--- config.mk ---
export PLATFORM = sky130hd
export DESIGN_NAME = xbar_rd_top
export DESIGN_NICKNAME = d
export VERILOG_FILES = /design/src/xbar_pkg.sv /design/src/xbar_rd_if.sv /design/src/xbar_addr_decode.sv /design/src/xbar_decerr_slv.sv /design/src/xbar_rd_demux.sv /design/src/xbar_rd_mux.sv /design/src/xbar_rd_top.sv
export SDC_FILE = /design/constraint.sdc
export NUM_CORES = 1
export LEC_CHECK = 0
export BUFFER_PORTS_ARGS = -buffer_cell sky130_fd_sc_hd__buf_4
export CAP_MARGIN = 10
export CORE_AREA = 2 2 156 158
export CTS_CLUSTER_DIAMETER = 50
export CTS_CLUSTER_SIZE = 24
export DETAILED_ROUTE_END_ITERATION = 6
export DIE_AREA = 0 0 158 160
export SLEW_MARGIN = 20
export SYNTH_ARGS = -nofsm -noshare
export SYNTH_HDL_FRONTEND = slang
export SYNTH_SLANG_ARGS = --single-unit
--- constraint.sdc ---
create_clock -name clk_i -period 4.5 [get_ports clk_i]
set_clock_uncertainty 0.15 [all_clocks]
set_input_delay 0.675 -clock clk_i [delete_from_list [all_inputs] [get_ports clk_i]]
set_output_delay 0.675 -clock clk_i [all_outputs]
set_load 0.01 [all_outputs]
--- src/xbar_pkg.sv ---
/*
  Shared constants and types for the read-only crossbar.
  Import it with a wildcard in the module header. The address map lives here.
*/
`default_nettype none

package xbar_pkg;

  // Port counts
  localparam int unsigned NUM_SLV_PORTS = 2;
  localparam int unsigned NUM_MST_PORTS = 3;
  localparam int unsigned NUM_RULES     = 4;

  // Bus widths
  localparam int unsigned ADDR_W   = 32;
  localparam int unsigned DATA_W   = 32;
  localparam int unsigned SLV_ID_W = 4;
  localparam int unsigned SRC_W    = $clog2(NUM_SLV_PORTS);
  localparam int unsigned MST_ID_W = SLV_ID_W + SRC_W;

  // ID ordering, one counter per low ID value
  localparam int unsigned ID_USED   = 2;
  localparam int unsigned TRACK_NUM = 2 ** ID_USED;
  localparam int unsigned MAX_TRANS = 4;
  localparam int unsigned CNT_W     = $clog2(MAX_TRANS + 1);

  typedef logic [ADDR_W-1:0]   addr_t;
  typedef logic [DATA_W-1:0]   data_t;
  typedef logic [SLV_ID_W-1:0] slv_id_t;
  typedef logic [1:0]          resp_t;
  // NUM_MST_PORTS selects the decode-error target
  typedef logic [1:0]          port_sel_t;

  // Master-side ID, raw word or source index over the slave ID
  typedef union packed {
    logic [MST_ID_W-1:0] raw;
    struct packed {
      logic [SRC_W-1:0] src;
      slv_id_t          id;
    } f;
  } mst_id_u;

  localparam resp_t RESP_OKAY   = 2'b00;
  localparam resp_t RESP_DECERR = 2'b11;
  localparam data_t DECERR_DATA = 32'hdead_beef;

  // Start inclusive, end exclusive, highest matching rule wins
  // Rule 3 overlays a window of port 0, 0x3000_0000 and up is a hole
  localparam addr_t     RULE_START [NUM_RULES] = '{32'h0000_0000, 32'h1000_0000,
                                                   32'h2000_0000, 32'h0800_0000};
  localparam addr_t     RULE_END   [NUM_RULES] = '{32'h1000_0000, 32'h2000_0000,
                                                   32'h3000_0000, 32'h0900_0000};
  localparam port_sel_t RULE_PORT  [NUM_RULES] = '{2'd0, 2'd1, 2'd2, 2'd0};

endpackage

`default_nettype wire

--- src/xbar_rd_if.sv ---
/*
  One read request and read response channel pair.
  ID_W sets the ID width, slave side or master side.
*/
`default_nettype none

interface xbar_rd_if import xbar_pkg::*; #(
  parameter int unsigned ID_W = SLV_ID_W
);

  // Read request
  logic            ar_valid;
  logic            ar_ready;
  addr_t           ar_addr;
  logic [ID_W-1:0] ar_id;

  // Read response
  logic            r_valid;
  logic            r_ready;
  data_t           r_data;
  logic [ID_W-1:0] r_id;
  resp_t           r_resp;

  // Side that issues requests
  modport initiator (
    output ar_valid, ar_addr, ar_id, r_ready,
    input  ar_ready, r_valid, r_data, r_id, r_resp
  );

  // Side that answers them
  modport target (
    input  ar_valid, ar_addr, ar_id, r_ready,
    output ar_ready, r_valid, r_data, r_id, r_resp
  );

endinterface

`default_nettype wire

--- src/xbar_addr_decode.sv ---
/*
  Read address decoder for one slave port.
  Maps an address to a master port, the default port or the error target.
*/
`default_nettype none

module xbar_addr_decode import xbar_pkg::*; (
  input  addr_t     ar_addr_i,
  input  logic      default_en_i,
  input  port_sel_t default_port_i,
  output port_sel_t sel_o
);

  logic      hit;
  port_sel_t hit_port;

  // Walk all rules, a later match overrides an earlier one
  always_comb begin
    hit      = 1'b0;
    hit_port = '0;
    for (int r = 0; r < NUM_RULES; r++) begin
      if ((ar_addr_i >= RULE_START[r]) && (ar_addr_i < RULE_END[r])) begin
        hit      = 1'b1;
        hit_port = RULE_PORT[r];
      end
    end
  end

  // Fallback order: map hit, then default port, then decode error
  always_comb begin
    if (hit) begin
      sel_o = hit_port;
    end else if (default_en_i) begin
      sel_o = default_port_i;
    end else begin
      sel_o = port_sel_t'(NUM_MST_PORTS);
    end
  end

endmodule

`default_nettype wire

--- src/xbar_decerr_slv.sv ---
/*
  Decode-error target behind one slave port.
  Takes one read at a time and answers it a cycle later with DECERR.
*/
`default_nettype none

module xbar_decerr_slv import xbar_pkg::*; (
  input  logic      clk_i,
  input  logic      rst_n_i,
  xbar_rd_if.target slv
);

  logic    pend_q;
  slv_id_t id_q;
  logic    ar_fire;
  logic    r_fire;

  assign ar_fire = slv.ar_valid && slv.ar_ready;
  assign r_fire  = slv.r_valid && slv.r_ready;

  // No new request while the single response slot is taken
  assign slv.ar_ready = !pend_q;

  assign slv.r_valid = pend_q;
  assign slv.r_data  = DECERR_DATA;
  assign slv.r_resp  = RESP_DECERR;
  assign slv.r_id    = id_q;

  always_ff @(posedge clk_i or negedge rst_n_i) begin
    if (!rst_n_i) begin
      pend_q <= 1'b0;
    end else if (ar_fire) begin
      pend_q <= 1'b1;
    end else if (r_fire) begin
      pend_q <= 1'b0;
    end
  end

  // Echoed ID
  always_ff @(posedge clk_i) begin
    if (ar_fire) begin
      id_q <= slv.ar_id;
    end
  end

  // Requester keeps a waiting read and its ID until the slot takes it
  a_ar_hold: assert property (@(posedge clk_i) disable iff (!rst_n_i)
    (slv.ar_valid && !slv.ar_ready) |=> (slv.ar_valid && $stable(slv.ar_id)))
    else $error("decode-error request withdrawn before it was accepted");

endmodule

`default_nettype wire

--- src/xbar_rd_demux.sv ---
/*
  Slave port stage. Steers each read to the selected target and keeps
  per-ID ordering. Responses come back with fixed priority, lowest target first.
*/
`default_nettype none

module xbar_rd_demux import xbar_pkg::*; (
  input  logic         clk_i,
  input  logic         rst_n_i,
  input  port_sel_t    sel_i,
  xbar_rd_if.target    slv,
  xbar_rd_if.initiator mst [NUM_MST_PORTS+1]
);

  localparam int unsigned NUM_TGT = NUM_MST_PORTS + 1;

  // Per-ID tracking
  logic [CNT_W-1:0] cnt_q [TRACK_NUM];
  logic [CNT_W-1:0] cnt_d [TRACK_NUM];
  port_sel_t        tgt_q [TRACK_NUM];

  logic [ID_USED-1:0] ar_idx;
  logic [ID_USED-1:0] r_idx;
  logic               stall;
  logic               ar_fire;
  logic               r_fire;

  // Gathered target signals
  logic [NUM_TGT-1:0] ar_ready_vec;
  logic [NUM_TGT-1:0] r_valid_vec;
  data_t              r_data_vec [NUM_TGT];
  slv_id_t            r_id_vec   [NUM_TGT];
  resp_t              r_resp_vec [NUM_TGT];

  // Response selection, held while the slave port stalls it
  port_sel_t r_pick;
  port_sel_t r_sel;
  port_sel_t r_lock_sel_q;
  logic      r_lock_q;

  assign ar_idx = slv.ar_id[ID_USED-1:0];
  assign r_idx  = slv.r_id[ID_USED-1:0];

  // Reads of this ID already head elsewhere, or too many outstanding
  assign stall = ((cnt_q[ar_idx] != '0) && (tgt_q[ar_idx] != sel_i)) ||
                 (cnt_q[ar_idx] == CNT_W'(MAX_TRANS));

  assign slv.ar_ready = !stall && ar_ready_vec[sel_i];
  assign ar_fire      = slv.ar_valid && slv.ar_ready;

  for (genvar j = 0; j < NUM_TGT; j++) begin : g_tgt
    // Request goes only to the selected target
    assign mst[j].ar_valid = slv.ar_valid && !stall && (sel_i == port_sel_t'(j));
    assign mst[j].ar_addr  = slv.ar_addr;
    assign mst[j].ar_id    = slv.ar_id;
    assign ar_ready_vec[j] = mst[j].ar_ready;

    assign r_valid_vec[j] = mst[j].r_valid;
    assign r_data_vec[j]  = mst[j].r_data;
    assign r_id_vec[j]    = mst[j].r_id;
    assign r_resp_vec[j]  = mst[j].r_resp;
    assign mst[j].r_ready = slv.r_ready && (r_sel == port_sel_t'(j));
  end

  // Lowest valid index wins
  always_comb begin
    r_pick = port_sel_t'(NUM_MST_PORTS);
    for (int j = NUM_TGT - 1; j >= 0; j--) begin
      if (r_valid_vec[j]) begin
        r_pick = port_sel_t'(j);
      end
    end
  end

  assign r_sel = r_lock_q ? r_lock_sel_q : r_pick;

  assign slv.r_valid = r_valid_vec[r_sel];
  assign slv.r_data  = r_data_vec[r_sel];
  assign slv.r_id    = r_id_vec[r_sel];
  assign slv.r_resp  = r_resp_vec[r_sel];
  assign r_fire      = slv.r_valid && slv.r_ready;

  // Count up on request, down on response
  always_comb begin
    for (int t = 0; t < TRACK_NUM; t++) begin
      cnt_d[t] = cnt_q[t];
    end
    if (ar_fire) begin
      cnt_d[ar_idx] = cnt_d[ar_idx] + 1'b1;
    end
    if (r_fire) begin
      cnt_d[r_idx] = cnt_d[r_idx] - 1'b1;
    end
  end

  always_ff @(posedge clk_i or negedge rst_n_i) begin
    if (!rst_n_i) begin
      for (int t = 0; t < TRACK_NUM; t++) begin
        cnt_q[t] <= '0;
        tgt_q[t] <= '0;
      end
      r_lock_q     <= 1'b0;
      r_lock_sel_q <= '0;
    end else begin
      cnt_q <= cnt_d;
      if (ar_fire) begin
        tgt_q[ar_idx] <= sel_i;
      end
      r_lock_q     <= slv.r_valid && !slv.r_ready;
      r_lock_sel_q <= r_sel;
    end
  end

  // Decoder inputs must not move under a waiting request
  a_sel_stable: assert property (@(posedge clk_i) disable iff (!rst_n_i)
    (slv.ar_valid && !slv.ar_ready) |=> $stable(sel_i))
    else $error("demux select changed under a pending request");

  // Every response matches an earlier counted request
  a_no_underflow: assert property (@(posedge clk_i) disable iff (!rst_n_i)
    r_fire |-> (cnt_q[r_idx] != '0))
    else $error("demux response without outstanding read");

endmodule

`default_nettype wire

--- src/xbar_rd_mux.sv ---
/*
  Master port stage. Round-robin over the slave ports.
  The source index goes above the ID on the way out and routes each response back.
*/
`default_nettype none

module xbar_rd_mux import xbar_pkg::*; (
  input  logic         clk_i,
  input  logic         rst_n_i,
  xbar_rd_if.target    slv [NUM_SLV_PORTS],
  xbar_rd_if.initiator mst
);

  logic [NUM_SLV_PORTS-1:0] req_vec;
  logic [NUM_SLV_PORTS-1:0] r_ready_vec;
  addr_t                    addr_vec [NUM_SLV_PORTS];
  slv_id_t                  id_vec   [NUM_SLV_PORTS];

  // Arbitration state
  logic [SRC_W-1:0] rr_q;
  logic [SRC_W-1:0] gnt_free;
  logic [SRC_W-1:0] gnt;
  logic [SRC_W-1:0] lock_gnt_q;
  logic             lock_q;
  logic             ar_fire;

  mst_id_u req_id;
  mst_id_u rsp_id;

  assign rsp_id.raw = mst.r_id;

  for (genvar i = 0; i < NUM_SLV_PORTS; i++) begin : g_slv
    assign req_vec[i]  = slv[i].ar_valid;
    assign addr_vec[i] = slv[i].ar_addr;
    assign id_vec[i]   = slv[i].ar_id;
    assign slv[i].ar_ready = mst.ar_ready && (gnt == SRC_W'(i));

    // Response goes to the port named in the source field
    assign slv[i].r_valid = mst.r_valid && (rsp_id.f.src == SRC_W'(i));
    assign slv[i].r_data  = mst.r_data;
    assign slv[i].r_id    = rsp_id.f.id;
    assign slv[i].r_resp  = mst.r_resp;
    assign r_ready_vec[i] = slv[i].r_ready;
  end

  // First requester after the last winner
  always_comb begin
    int unsigned cand;
    gnt_free = rr_q;
    for (int k = NUM_SLV_PORTS; k >= 1; k--) begin
      cand = (int'(rr_q) + k) % NUM_SLV_PORTS;
      if (req_vec[cand]) begin
        gnt_free = SRC_W'(cand);
      end
    end
  end

  // A raised request keeps its grant until it transfers
  assign gnt = lock_q ? lock_gnt_q : gnt_free;

  always_comb begin
    req_id.f.src = gnt;
    req_id.f.id  = id_vec[gnt];
  end

  assign mst.ar_valid = req_vec[gnt];
  assign mst.ar_addr  = addr_vec[gnt];
  assign mst.ar_id    = req_id.raw;
  assign mst.r_ready  = r_ready_vec[rsp_id.f.src];
  assign ar_fire      = mst.ar_valid && mst.ar_ready;

  always_ff @(posedge clk_i or negedge rst_n_i) begin
    if (!rst_n_i) begin
      rr_q       <= SRC_W'(NUM_SLV_PORTS - 1);
      lock_q     <= 1'b0;
      lock_gnt_q <= '0;
    end else begin
      lock_q     <= mst.ar_valid && !mst.ar_ready;
      lock_gnt_q <= gnt;
      if (ar_fire) begin
        rr_q <= gnt;
      end
    end
  end

  // Waiting request and its payload hold until the target takes it
  a_ar_hold: assert property (@(posedge clk_i) disable iff (!rst_n_i)
    (mst.ar_valid && !mst.ar_ready) |=>
      (mst.ar_valid && $stable(mst.ar_id) && $stable(mst.ar_addr)))
    else $error("mux request changed before it was accepted");

endmodule

`default_nettype wire

--- src/xbar_rd_top.sv ---
/*
  Read-only crossbar top with flat ports on both sides.
  Per slave port a decoder, demux and error target; per master port a mux.
*/
`default_nettype none

module xbar_rd_top import xbar_pkg::*; (
  input  logic clk_i,
  input  logic rst_n_i,
  // Slave ports, initiators connect here
  input  logic      [NUM_SLV_PORTS-1:0] s_ar_valid_i,
  input  addr_t     [NUM_SLV_PORTS-1:0] s_ar_addr_i,
  input  slv_id_t   [NUM_SLV_PORTS-1:0] s_ar_id_i,
  input  logic      [NUM_SLV_PORTS-1:0] s_r_ready_i,
  input  logic      [NUM_SLV_PORTS-1:0] default_en_i,
  input  port_sel_t [NUM_SLV_PORTS-1:0] default_port_i,
  output logic      [NUM_SLV_PORTS-1:0] s_ar_ready_o,
  output logic      [NUM_SLV_PORTS-1:0] s_r_valid_o,
  output data_t     [NUM_SLV_PORTS-1:0] s_r_data_o,
  output slv_id_t   [NUM_SLV_PORTS-1:0] s_r_id_o,
  output resp_t     [NUM_SLV_PORTS-1:0] s_r_resp_o,
  // Master ports, targets connect here
  output logic  [NUM_MST_PORTS-1:0]               m_ar_valid_o,
  output addr_t [NUM_MST_PORTS-1:0]               m_ar_addr_o,
  output logic  [NUM_MST_PORTS-1:0][MST_ID_W-1:0] m_ar_id_o,
  output logic  [NUM_MST_PORTS-1:0]               m_r_ready_o,
  input  logic  [NUM_MST_PORTS-1:0]               m_ar_ready_i,
  input  logic  [NUM_MST_PORTS-1:0]               m_r_valid_i,
  input  data_t [NUM_MST_PORTS-1:0]               m_r_data_i,
  input  logic  [NUM_MST_PORTS-1:0][MST_ID_W-1:0] m_r_id_i,
  input  resp_t [NUM_MST_PORTS-1:0]               m_r_resp_i
);

  // Crossing point, indexed [slave port][master port]
  logic    [NUM_SLV_PORTS-1:0][NUM_MST_PORTS-1:0] x_ar_valid;
  logic    [NUM_SLV_PORTS-1:0][NUM_MST_PORTS-1:0] x_ar_ready;
  addr_t   [NUM_SLV_PORTS-1:0][NUM_MST_PORTS-1:0] x_ar_addr;
  slv_id_t [NUM_SLV_PORTS-1:0][NUM_MST_PORTS-1:0] x_ar_id;
  logic    [NUM_SLV_PORTS-1:0][NUM_MST_PORTS-1:0] x_r_valid;
  logic    [NUM_SLV_PORTS-1:0][NUM_MST_PORTS-1:0] x_r_ready;
  data_t   [NUM_SLV_PORTS-1:0][NUM_MST_PORTS-1:0] x_r_data;
  slv_id_t [NUM_SLV_PORTS-1:0][NUM_MST_PORTS-1:0] x_r_id;
  resp_t   [NUM_SLV_PORTS-1:0][NUM_MST_PORTS-1:0] x_r_resp;

  for (genvar i = 0; i < NUM_SLV_PORTS; i++) begin : g_slv
    port_sel_t sel;

    xbar_rd_if #(.ID_W(SLV_ID_W)) port_bus ();
    // Last element feeds the error target
    xbar_rd_if #(.ID_W(SLV_ID_W)) dmx_bus [NUM_MST_PORTS+1] ();

    assign port_bus.ar_valid = s_ar_valid_i[i];
    assign port_bus.ar_addr  = s_ar_addr_i[i];
    assign port_bus.ar_id    = s_ar_id_i[i];
    assign port_bus.r_ready  = s_r_ready_i[i];
    assign s_ar_ready_o[i]   = port_bus.ar_ready;
    assign s_r_valid_o[i]    = port_bus.r_valid;
    assign s_r_data_o[i]     = port_bus.r_data;
    assign s_r_id_o[i]       = port_bus.r_id;
    assign s_r_resp_o[i]     = port_bus.r_resp;

    xbar_addr_decode u_dec (
      .ar_addr_i      (s_ar_addr_i[i]),
      .default_en_i   (default_en_i[i]),
      .default_port_i (default_port_i[i]),
      .sel_o          (sel)
    );

    xbar_rd_demux u_dmx (
      .clk_i   (clk_i),
      .rst_n_i (rst_n_i),
      .sel_i   (sel),
      .slv     (port_bus),
      .mst     (dmx_bus)
    );

    xbar_decerr_slv u_err (
      .clk_i   (clk_i),
      .rst_n_i (rst_n_i),
      .slv     (dmx_bus[NUM_MST_PORTS])
    );

    for (genvar j = 0; j < NUM_MST_PORTS; j++) begin : g_x
      assign x_ar_valid[i][j]     = dmx_bus[j].ar_valid;
      assign x_ar_addr[i][j]      = dmx_bus[j].ar_addr;
      assign x_ar_id[i][j]        = dmx_bus[j].ar_id;
      assign x_r_ready[i][j]      = dmx_bus[j].r_ready;
      assign dmx_bus[j].ar_ready  = x_ar_ready[i][j];
      assign dmx_bus[j].r_valid   = x_r_valid[i][j];
      assign dmx_bus[j].r_data    = x_r_data[i][j];
      assign dmx_bus[j].r_id      = x_r_id[i][j];
      assign dmx_bus[j].r_resp    = x_r_resp[i][j];
    end
  end

  for (genvar j = 0; j < NUM_MST_PORTS; j++) begin : g_mst
    xbar_rd_if #(.ID_W(SLV_ID_W)) mux_bus [NUM_SLV_PORTS] ();
    xbar_rd_if #(.ID_W(MST_ID_W)) port_bus ();

    // Transposed view of the crossing point
    for (genvar i = 0; i < NUM_SLV_PORTS; i++) begin : g_x
      assign mux_bus[i].ar_valid = x_ar_valid[i][j];
      assign mux_bus[i].ar_addr  = x_ar_addr[i][j];
      assign mux_bus[i].ar_id    = x_ar_id[i][j];
      assign mux_bus[i].r_ready  = x_r_ready[i][j];
      assign x_ar_ready[i][j]    = mux_bus[i].ar_ready;
      assign x_r_valid[i][j]     = mux_bus[i].r_valid;
      assign x_r_data[i][j]      = mux_bus[i].r_data;
      assign x_r_id[i][j]        = mux_bus[i].r_id;
      assign x_r_resp[i][j]      = mux_bus[i].r_resp;
    end

    xbar_rd_mux u_mux (
      .clk_i   (clk_i),
      .rst_n_i (rst_n_i),
      .slv     (mux_bus),
      .mst     (port_bus)
    );

    assign m_ar_valid_o[j]   = port_bus.ar_valid;
    assign m_ar_addr_o[j]    = port_bus.ar_addr;
    assign m_ar_id_o[j]      = port_bus.ar_id;
    assign m_r_ready_o[j]    = port_bus.r_ready;
    assign port_bus.ar_ready = m_ar_ready_i[j];
    assign port_bus.r_valid  = m_r_valid_i[j];
    assign port_bus.r_data   = m_r_data_i[j];
    assign port_bus.r_id     = m_r_id_i[j];
    assign port_bus.r_resp   = m_r_resp_i[j];
  end

endmodule

`default_nettype wire
==> impl_summary.md, run 1 <==
Timing
The final-report hold violation count is 0. The shortest clock period the worst path allows after layout is 4350 ps. The share of the clock period used by the worst path is 96.7%. Setup repair after global routing could not meet its margin everywhere. The highest achievable clock rate is 230 MHz. The final number of max-transition violations is 0. The final worst setup slack is 148 ps.

The final count of negative-setup-slack endpoints is 0. The max-slew headroom at the worst pin is 48.8%. For the pin with the worst max-slew slack, the measured transition is 768 ps. The total negative setup slack is 0 ps.

Run
Max-cap violations in this run came to 0.

Yosys
Yosys mapped a number of flops with a built-in enable equal to 8. The fraction of the yosys area taken by sequential cells is 22.7%. The area of the mapped netlist is 7370 um^2. By count the netlist is led by nand2_1, mux2_2, nor2_1. In this run the biggest area consumer among cell types represents 18.3% of the synthesized area. Counting distinct cell types in the post-synthesis netlist gives 77. The cell type with the largest total area after synthesis is dfrtp_1.

The total nets after synthesis is 1199. The most common cell in the synthesized netlist is nand2_1. In the synthesized netlist the async set-or-reset flop fraction comes to 87.7%. The number of warnings issued by yosys is 0. Synthesis handed over a netlist of 986 instances. Each instance of the synthesized netlist takes up on average 7.48 um^2.

By area the synthesized netlist is led by dfrtp_1, nand2_1, mux2_2. The dominant register cell in the synthesized netlist is dfrtp_1. Counting flops and latches in the post-synthesis netlist gives 65.

Finish
The synthesis-to-finish area growth is 53.7%. The filler cell count is 2431. The share of layout cells above drive strength 1 is 43.2%.

The net count of the finished layout is 1601. The finished layout cell area is 11300 um^2. Leaving out filler cells and counting taps, the final layout contains 1727.

Clocking
Counting along the longest clock path gives a buffer depth of 2. Clock-pin slew was measured on the worst setup and hold paths at 60 ps. The number of levels in the clock H-tree is 3. For this design, the sink count on the clock tree is 65.

For this design, the CTS-stage hold fixing added 0 buffers. Clock tree synthesis selected as its root buffer the cell clkbuf_16. The clock reaches the later pin of the worst-skew pair after 330 ps. The CTS tree is yes. The CTS buffer count is 9.

Floorplanning
For this design the top-level I/O count stands at 404. The die covers 25300 um^2. The core outline area is 23800 um^2.

The width of the die is 158 um. The vertical die dimension is 160 um. The row count is 57. Once the floorplan was initialized, standard cells occupied 30.9% of the core.

Global routing
The first global-routing pass estimated 51900 um of wire. In the global route stage, overall resource usage came out at 26.8%. The number of antenna violations at the first check in global routing is 10.

The number of global-route vias before repair is 8825. Entering global routing, the biggest net connects 58 pins. Summed over all layers, the global routing overflow is 0.

Power and ir drop
The analysis attributes to cell leakage a power of 0.00544 uW. The power per unit of standard cell area is 422 nW/um^2. The peak supply drop is 0.181 mV.

Critical path
The worst-path maximum fanout is 40. The type of the worst setup path is in -> out. The data required time at the worst endpoint is 3670 ps.

The arrival time at the worst endpoint is 3530 ps. The type of element launching the critical path is an input port. The capturing element type of the critical path is an output port.

Routing
The post-route DRC violation count is 0. In the final routed layout, each cell accounts on average for 20.3 um. In this run, the number of DRC markers left after iteration 0 of detailed routing was 642. The detailed-routing iteration count for the pre-antenna-repair pass is 5. The detailed-route via count is 8957.

In the routed layout, each cell is associated on average with a via count of 5.19. Once detail routing completed, the nets flagged for antenna violations numbered 0. The final routed wirelength across all metal layers is 35000 um.

Place
The HPWL reported at the end of detailed placement is 28600 um. The post-detailed-placement cell area is 11000 um^2. The number of buffers inserted by port buffering is 403.

Timing analysis after detailed placement gives a worst setup slack of 123 ps. The number of placed instances with taps included is 1699. The final weighted congestion in routability-driven placement is 0.898.

Run status
The run finished with clean final reports.

Worst hold path
The worst hold path class is in -> async.
[cell usage in the layout (no fill, tap or decap), types with 7 or more instances in the layout]
master	synthesis	final
mux2_2	91	91
o21ai_0	31	30
xor2_1	9	9
a31oi_1	62	62
xnor2_1	14	14
nand2_1	296	296
nor2b_1	10	10
buf_4	13	455
dfrtp_1	54	54
edfxtp_1	8	8
diode_2	0	10
inv_1	21	21
nor3_1	7	7
and3_1	8	8
nor2_1	88	88
clkbuf_16	0	9
mux2i_1	59	57
nand3_1	19	19
a21oi_1	12	11
[per-layer routing]
metal	share of wire, %	up-vias	wire, um	GRT usage, %
met4	4.9	0	1720	15.2
li1	-	4276	-	-
met5	0	-	0	0
met2	52	412	18100	48.1
met1	35	4203	12300	28.5
met3	8.1	66	2840	6.05
[worst paths after layout]
| path | from | end | slack, ps | depth (start not counted) |
|---|---|---|---|---|
| worst min register to register | g_slv[1].u_dmx.tgt_q[2] | g_slv[1].u_dmx.tgt_q[2] | 350 | 1 |
| max in group asynchronous | rst_n_i | g_slv[0].u_dmx.cnt_q[1] | 3420 | 1 |
| worst max register to register | g_slv[1].u_dmx.cnt_q[1] | g_slv[0].u_dmx.cnt_q[1] | 650 | 13 |
| worst max-delay path | s_ar_id_i[0] | m_ar_addr_o[39] | 150 | 10 |
| min in group clk_i | g_slv[1].u_dmx.tgt_q[2] | g_slv[1].u_dmx.tgt_q[2] | 350 | 1 |
| worst min-delay path | rst_n_i | g_slv[1].u_dmx.cnt_q[1] | 260 | 1 |
[registers in the layout, indices dropped and copies added, names as in the netlist]
register and count:
g_slv.u_err.slv.r_id 8, g_slv.u_dmx.cnt_q 24, g_slv.u_err.slv.r_valid 2, g_mst.u_mux.rr_q 3, g_slv.u_dmx.tgt_q 16, g_slv.u_dmx.r_lock_q 2, g_mst.u_mux.lock_gnt_q 3, g_mst.u_mux.lock_q 3
g_slv.u_dmx.r_lock_sel_q 4
[cell families after synthesis]
family	Yosys count	share of synthesized area (%)
buf+inv	94	5.67
fa+ha+maj	6	1.02
compound gates	158	14.4
xor+xnor	24	2.95
mux	158	24.5
flops	65	22.7
simple gates	481	28.9
[report_power, final]
part | internal [uW] | switching (uW)
Combinational | 1430 | 1640
Clock | 479 | 259
Sequential | 815 | 158
[metrics by stage]
stage	hold slack, ps	utilization, %	total power (uW)
floorplan	229	-	2700
global placement	331	46.1	4020
detailed placement	339	46.1	4050
CTS	296	47.4	4800
global route	322	47.6	5120
finish	265	47.6	4780
[area by class of cell]
class | instances | area [um^2] | share of cell area (%)
multi-input cells | 827 | 5340 | 47.1
flip-flops and latches | 65 | 1670 | 14.7
well taps | 324 | 405 | 3.58
repair buffers | 458 | 3480 | 30.7
clock buffers | 9 | 225 | 1.99
clock inverters | 7 | 85.1 | 0.751
diodes | 10 | 25.0 | 0.221
inverters | 27 | 105 | 0.927
[what timing repair did]
item                                    4_1_cts  5_1_grt
buffers inserted                              0        2
endpoints found under the hold margin         0        0
endpoints found under the setup margin        0        3
resized for setup                             0        2
[worst max-delay path, stage by stage]
cell and delay (ps):
buf_4 210, mux4_1 630, xnor2_1 180, o31a_2 350, or2_1 270, and2_1 160, o31a_2 360, buf_12 200
mux2_2 330, buf_4 150
Power figures use the tool's default switching activity.
==> run 2, diff against run 1 <==
clock period = 4 ns   (was 4.5 ns; I/O delays follow)
==> run 2 against run 1 <==
Against the previous run: global-route usage increased by 1.0 points; largest cell class unchanged; cell area increased by 5.4%; wire length increased by 6.4%; first-iteration DRC count decreased by 4.8%; worst setup slack got worse by 120 ps; combinational power increased by 21%; critical path type is now reg -> out.
==> impl_summary.md, run 2 (synthesized netlist as in run 1, its figures left out) <==
Run
The number of max-cap violations came to 0 (unchanged).

Finish
The combined area of the multi-input logic cells is 5430 um^2 (+1.7%). The share of the core filled with cells in the final layout is 50.2% (+2.6 points). The post-layout instance count excluding filler cells came to 1773 (+2.7%). The filler cell count is 2385 (-1.9%). The synthesis-to-finish area growth is 62.1%. The number of flip-flops under the largest register name is 24 (unchanged). The library cell used most frequently in the layout, excluding fill and tap cells, is buf_4.

Leaving out fill and tap cells, the most frequent cells in the layout are buf_4, nand2_1, mux2_2, nor2_1, a31oi_1. The share of layout cells above drive strength 1 came to 46.2% (+3.0 points). The register containing the most flip-flops in the final layout is g_slv.u_dmx.cnt_q. The area taken by flip-flops and latches is 1670 um^2 (unchanged). The final net count came to 1647 (+2.9%).

Critical path
The register-to-register setup slack is 250 ps (-400 ps). The signal on the critical path passes through mux4_2 -> inv_2 -> ha_4 -> buf_6 -> nand3b_1 -> o31a_2 -> or2_1 -> and2_4 -> o31a_4 -> buf_12 -> mux2_2 -> buf_4. The worst setup path is captured at an output port.

The worst-path maximum fanout is 6 (-85%). By startpoint and endpoint, the worst setup path is classified as reg -> out. The arrival time at the worst endpoint is 3220 ps (-310 ps).

The worst setup path is launched from a flip-flop. The gate family responsible for the most delay along the worst path is multiplexers. The data required time at the worst endpoint is 3250 ps (-420 ps).

The buffer and inverter count on the worst path is 4 (+1). The maximum single-stage delay on the critical path is 510 ps (-120 ps). The slowest stage cell on the critical path is mux4_2.

Routing
The remaining antenna violation count is 0 (unchanged). The detailed-route via count came to 9274 (+3.5%). The routed wirelength normalized by instance count was 21.0 um (+3.6%). The detailed-routing iteration count for the pre-antenna-repair pass is 6 (+1). The DRC violation total after the first TritonRoute iteration was 611 (-4.8%). The final routed wirelength across all metal layers is 37300 um (+6.4%). The post-route DRC violation count is 0 (unchanged).

The vias per cell is 5.23 (+0.85%).

Global routing
The maximum number of pins on one net before global-route repair is 58 (unchanged). The leftover overflow at the end of global routing is 0 (unchanged). The global-route met3 utilization is 5.64% (-0.41 points). The met1 track utilization from global routing is 29.9% (+1.3 points). The met2 routing resource usage after global routing is 49.8% (+1.7 points). The wire length of the first global-routing pass is 54000 um (+4.1%).

The number of antenna violations at the first check in global routing is 10 (unchanged). The overall global routing resource usage is 27.8% (+1.0 points). The number of global-route vias before repair is 9091 (+3.0%). The highest-utilization routing layer at the global route stage is met2.

Clocking
The CTS buffer count is 9 (unchanged). The number of levels in the clock H-tree is 3 (unchanged). The source-to-sink clock delay at the later pin of the worst-skew pair is 330 ps (about the same). The clock slew at the register clock pins of the worst setup and hold paths is 60 ps (about the same).

The deepest clock path buffer count was 2 (unchanged). The post-cts hold buffer count is 0 (unchanged). The clock tree root buffer cell is clkbuf_16. The number of sinks on the clock net is 65 (unchanged). TritonCTS built the clock tree.

Timing
The max-slew headroom at the worst pin came to 48.2% (-0.60 points). For this run, the top clock speed supported by timing is 252 MHz. The final worst setup slack is 32.4 ps (-116 ps). The share of the clock period used by the worst path is 99.2%.

The final count of negative-setup-slack endpoints is 0 (unchanged). The slew at the pin with the worst max-slew slack is 777 ps (+9.02 ps). The shortest clock period the worst path allows after layout is 3970 ps. Setup repair after global routing could not meet its margin everywhere. The final-report hold violation count is 0 (unchanged).

The final number of max-transition violations is 0 (unchanged).

Place
The worst-case setup slack after placement is -100 ps (-224 ps). The final weighted congestion in routability-driven placement is 0.907 (+1.1%). The number of placed instances with taps included is 1724 (+1.5%).

The number of buffers inserted by port buffering was 403 (unchanged). The HPWL reported at the end of detailed placement is 29200 um (+2.0%).

Floorplanning
The row count was 57 (unchanged). The effective utilization at floorplan is 30.9% (unchanged). The core outline area is 23800 um^2 (unchanged). The die footprint was 25300 um^2 (unchanged). The width of the die is 158 um (unchanged). The vertical die dimension is 160 um (unchanged). The number of ports placed on the die boundary came to 404 (unchanged).

Power and ir drop
The power per unit of standard cell area came to 473 nW/um^2 (+12%). The total power after layout is 5650 uW (+18%). The peak supply drop is 0.224 mV (+23%). The leakage component of the power was 0.00573 uW (+5.2%).

Run status
The run finished with clean final reports.

Worst hold path
The worst hold path class is in -> async.
## run 2: changes by cell type in the layout (fill, tap and decap cells not counted), moves of 3 or more
cell,before,now
buf_16,0,3
buf_6,0,18
buf_4,455,476
clkbuf_16,9,12
inv_1,21,18
## run 2: path summary, 6_finish.rpt
check / from / to / cells past startpoint
setup reg to reg: g_slv[0].u_dmx.cnt_q[1] / g_slv[0].u_dmx.cnt_q[2] / 16
min in group clk_i: m_ar_ready_i[2] / g_mst[2].u_mux.lock_q / 2
hold reg to reg: g_slv[1].u_dmx.tgt_q[2] / g_slv[1].u_dmx.tgt_q[2] / 1
hold / removal: rst_n_i / g_slv[1].u_dmx.cnt_q[1] / 1
setup / recovery: g_slv[0].u_dmx.cnt_q[1] / m_ar_addr_o[62] / 12
max in group asynchronous: rst_n_i / g_slv[0].u_dmx.cnt_q[8] / 1
## run 2: report_power, final
part,leakage [uW],internal [uW],switching [uW]
clock network,0.000144,541,282
registers,0.000747,917,180
logic,0.00484,1770,1960
## run 2: per-layer routing
layer	up-vias	routed length, um
met5	-	0
met4	0	2340
met3	98	2850
met2	444	19000
met1	4357	13100
li1	4375	-
## run 2: worst register-to-register path: stages, from the launching register on
cell	delay [ps]
dfrtp_1	410
mux4_2	510
inv_2	80
ha_4	130
nand2b_1	130
or3_1	160
o22ai_4	90
buf_4	130
a22oi_1	170
a32o_1	300
nor4_1	90
o221a_2	290
or4b_1	470
ha_1	220
nand2_1	90
nor2_1	70
xnor2_1	130
## run 2: stage by stage
step	TNS (ps)	hold WS, ps	area, um^2
after floorplan	0	154	7410
after global routing	-1430	261	12000
after detailed placement	-2890	340	11200
final	0	189	12000
after CTS	0	222	11700
after global placement	-2570	333	11200
## run 2: final cells by class
cell class              instances  area share [%]
clock buffers                  10            1.92
well taps                     324            3.39
clock inverters                 6           0.691
diodes                         10           0.209
repair buffers                504            33.5
multi-input cells             827            45.5
flip-flops and latches         65            14.0
inverters                      27           0.879
## run 2: what timing repair did
action | in CTS | in global routing
gates cloned | 3 | 3
pin swaps | 3 | 1
gates resized for setup | 15 | 29
hold endpoints to repair | 0 | 0
buffers inserted | 5 | 12
setup endpoints to repair | 96 | 100
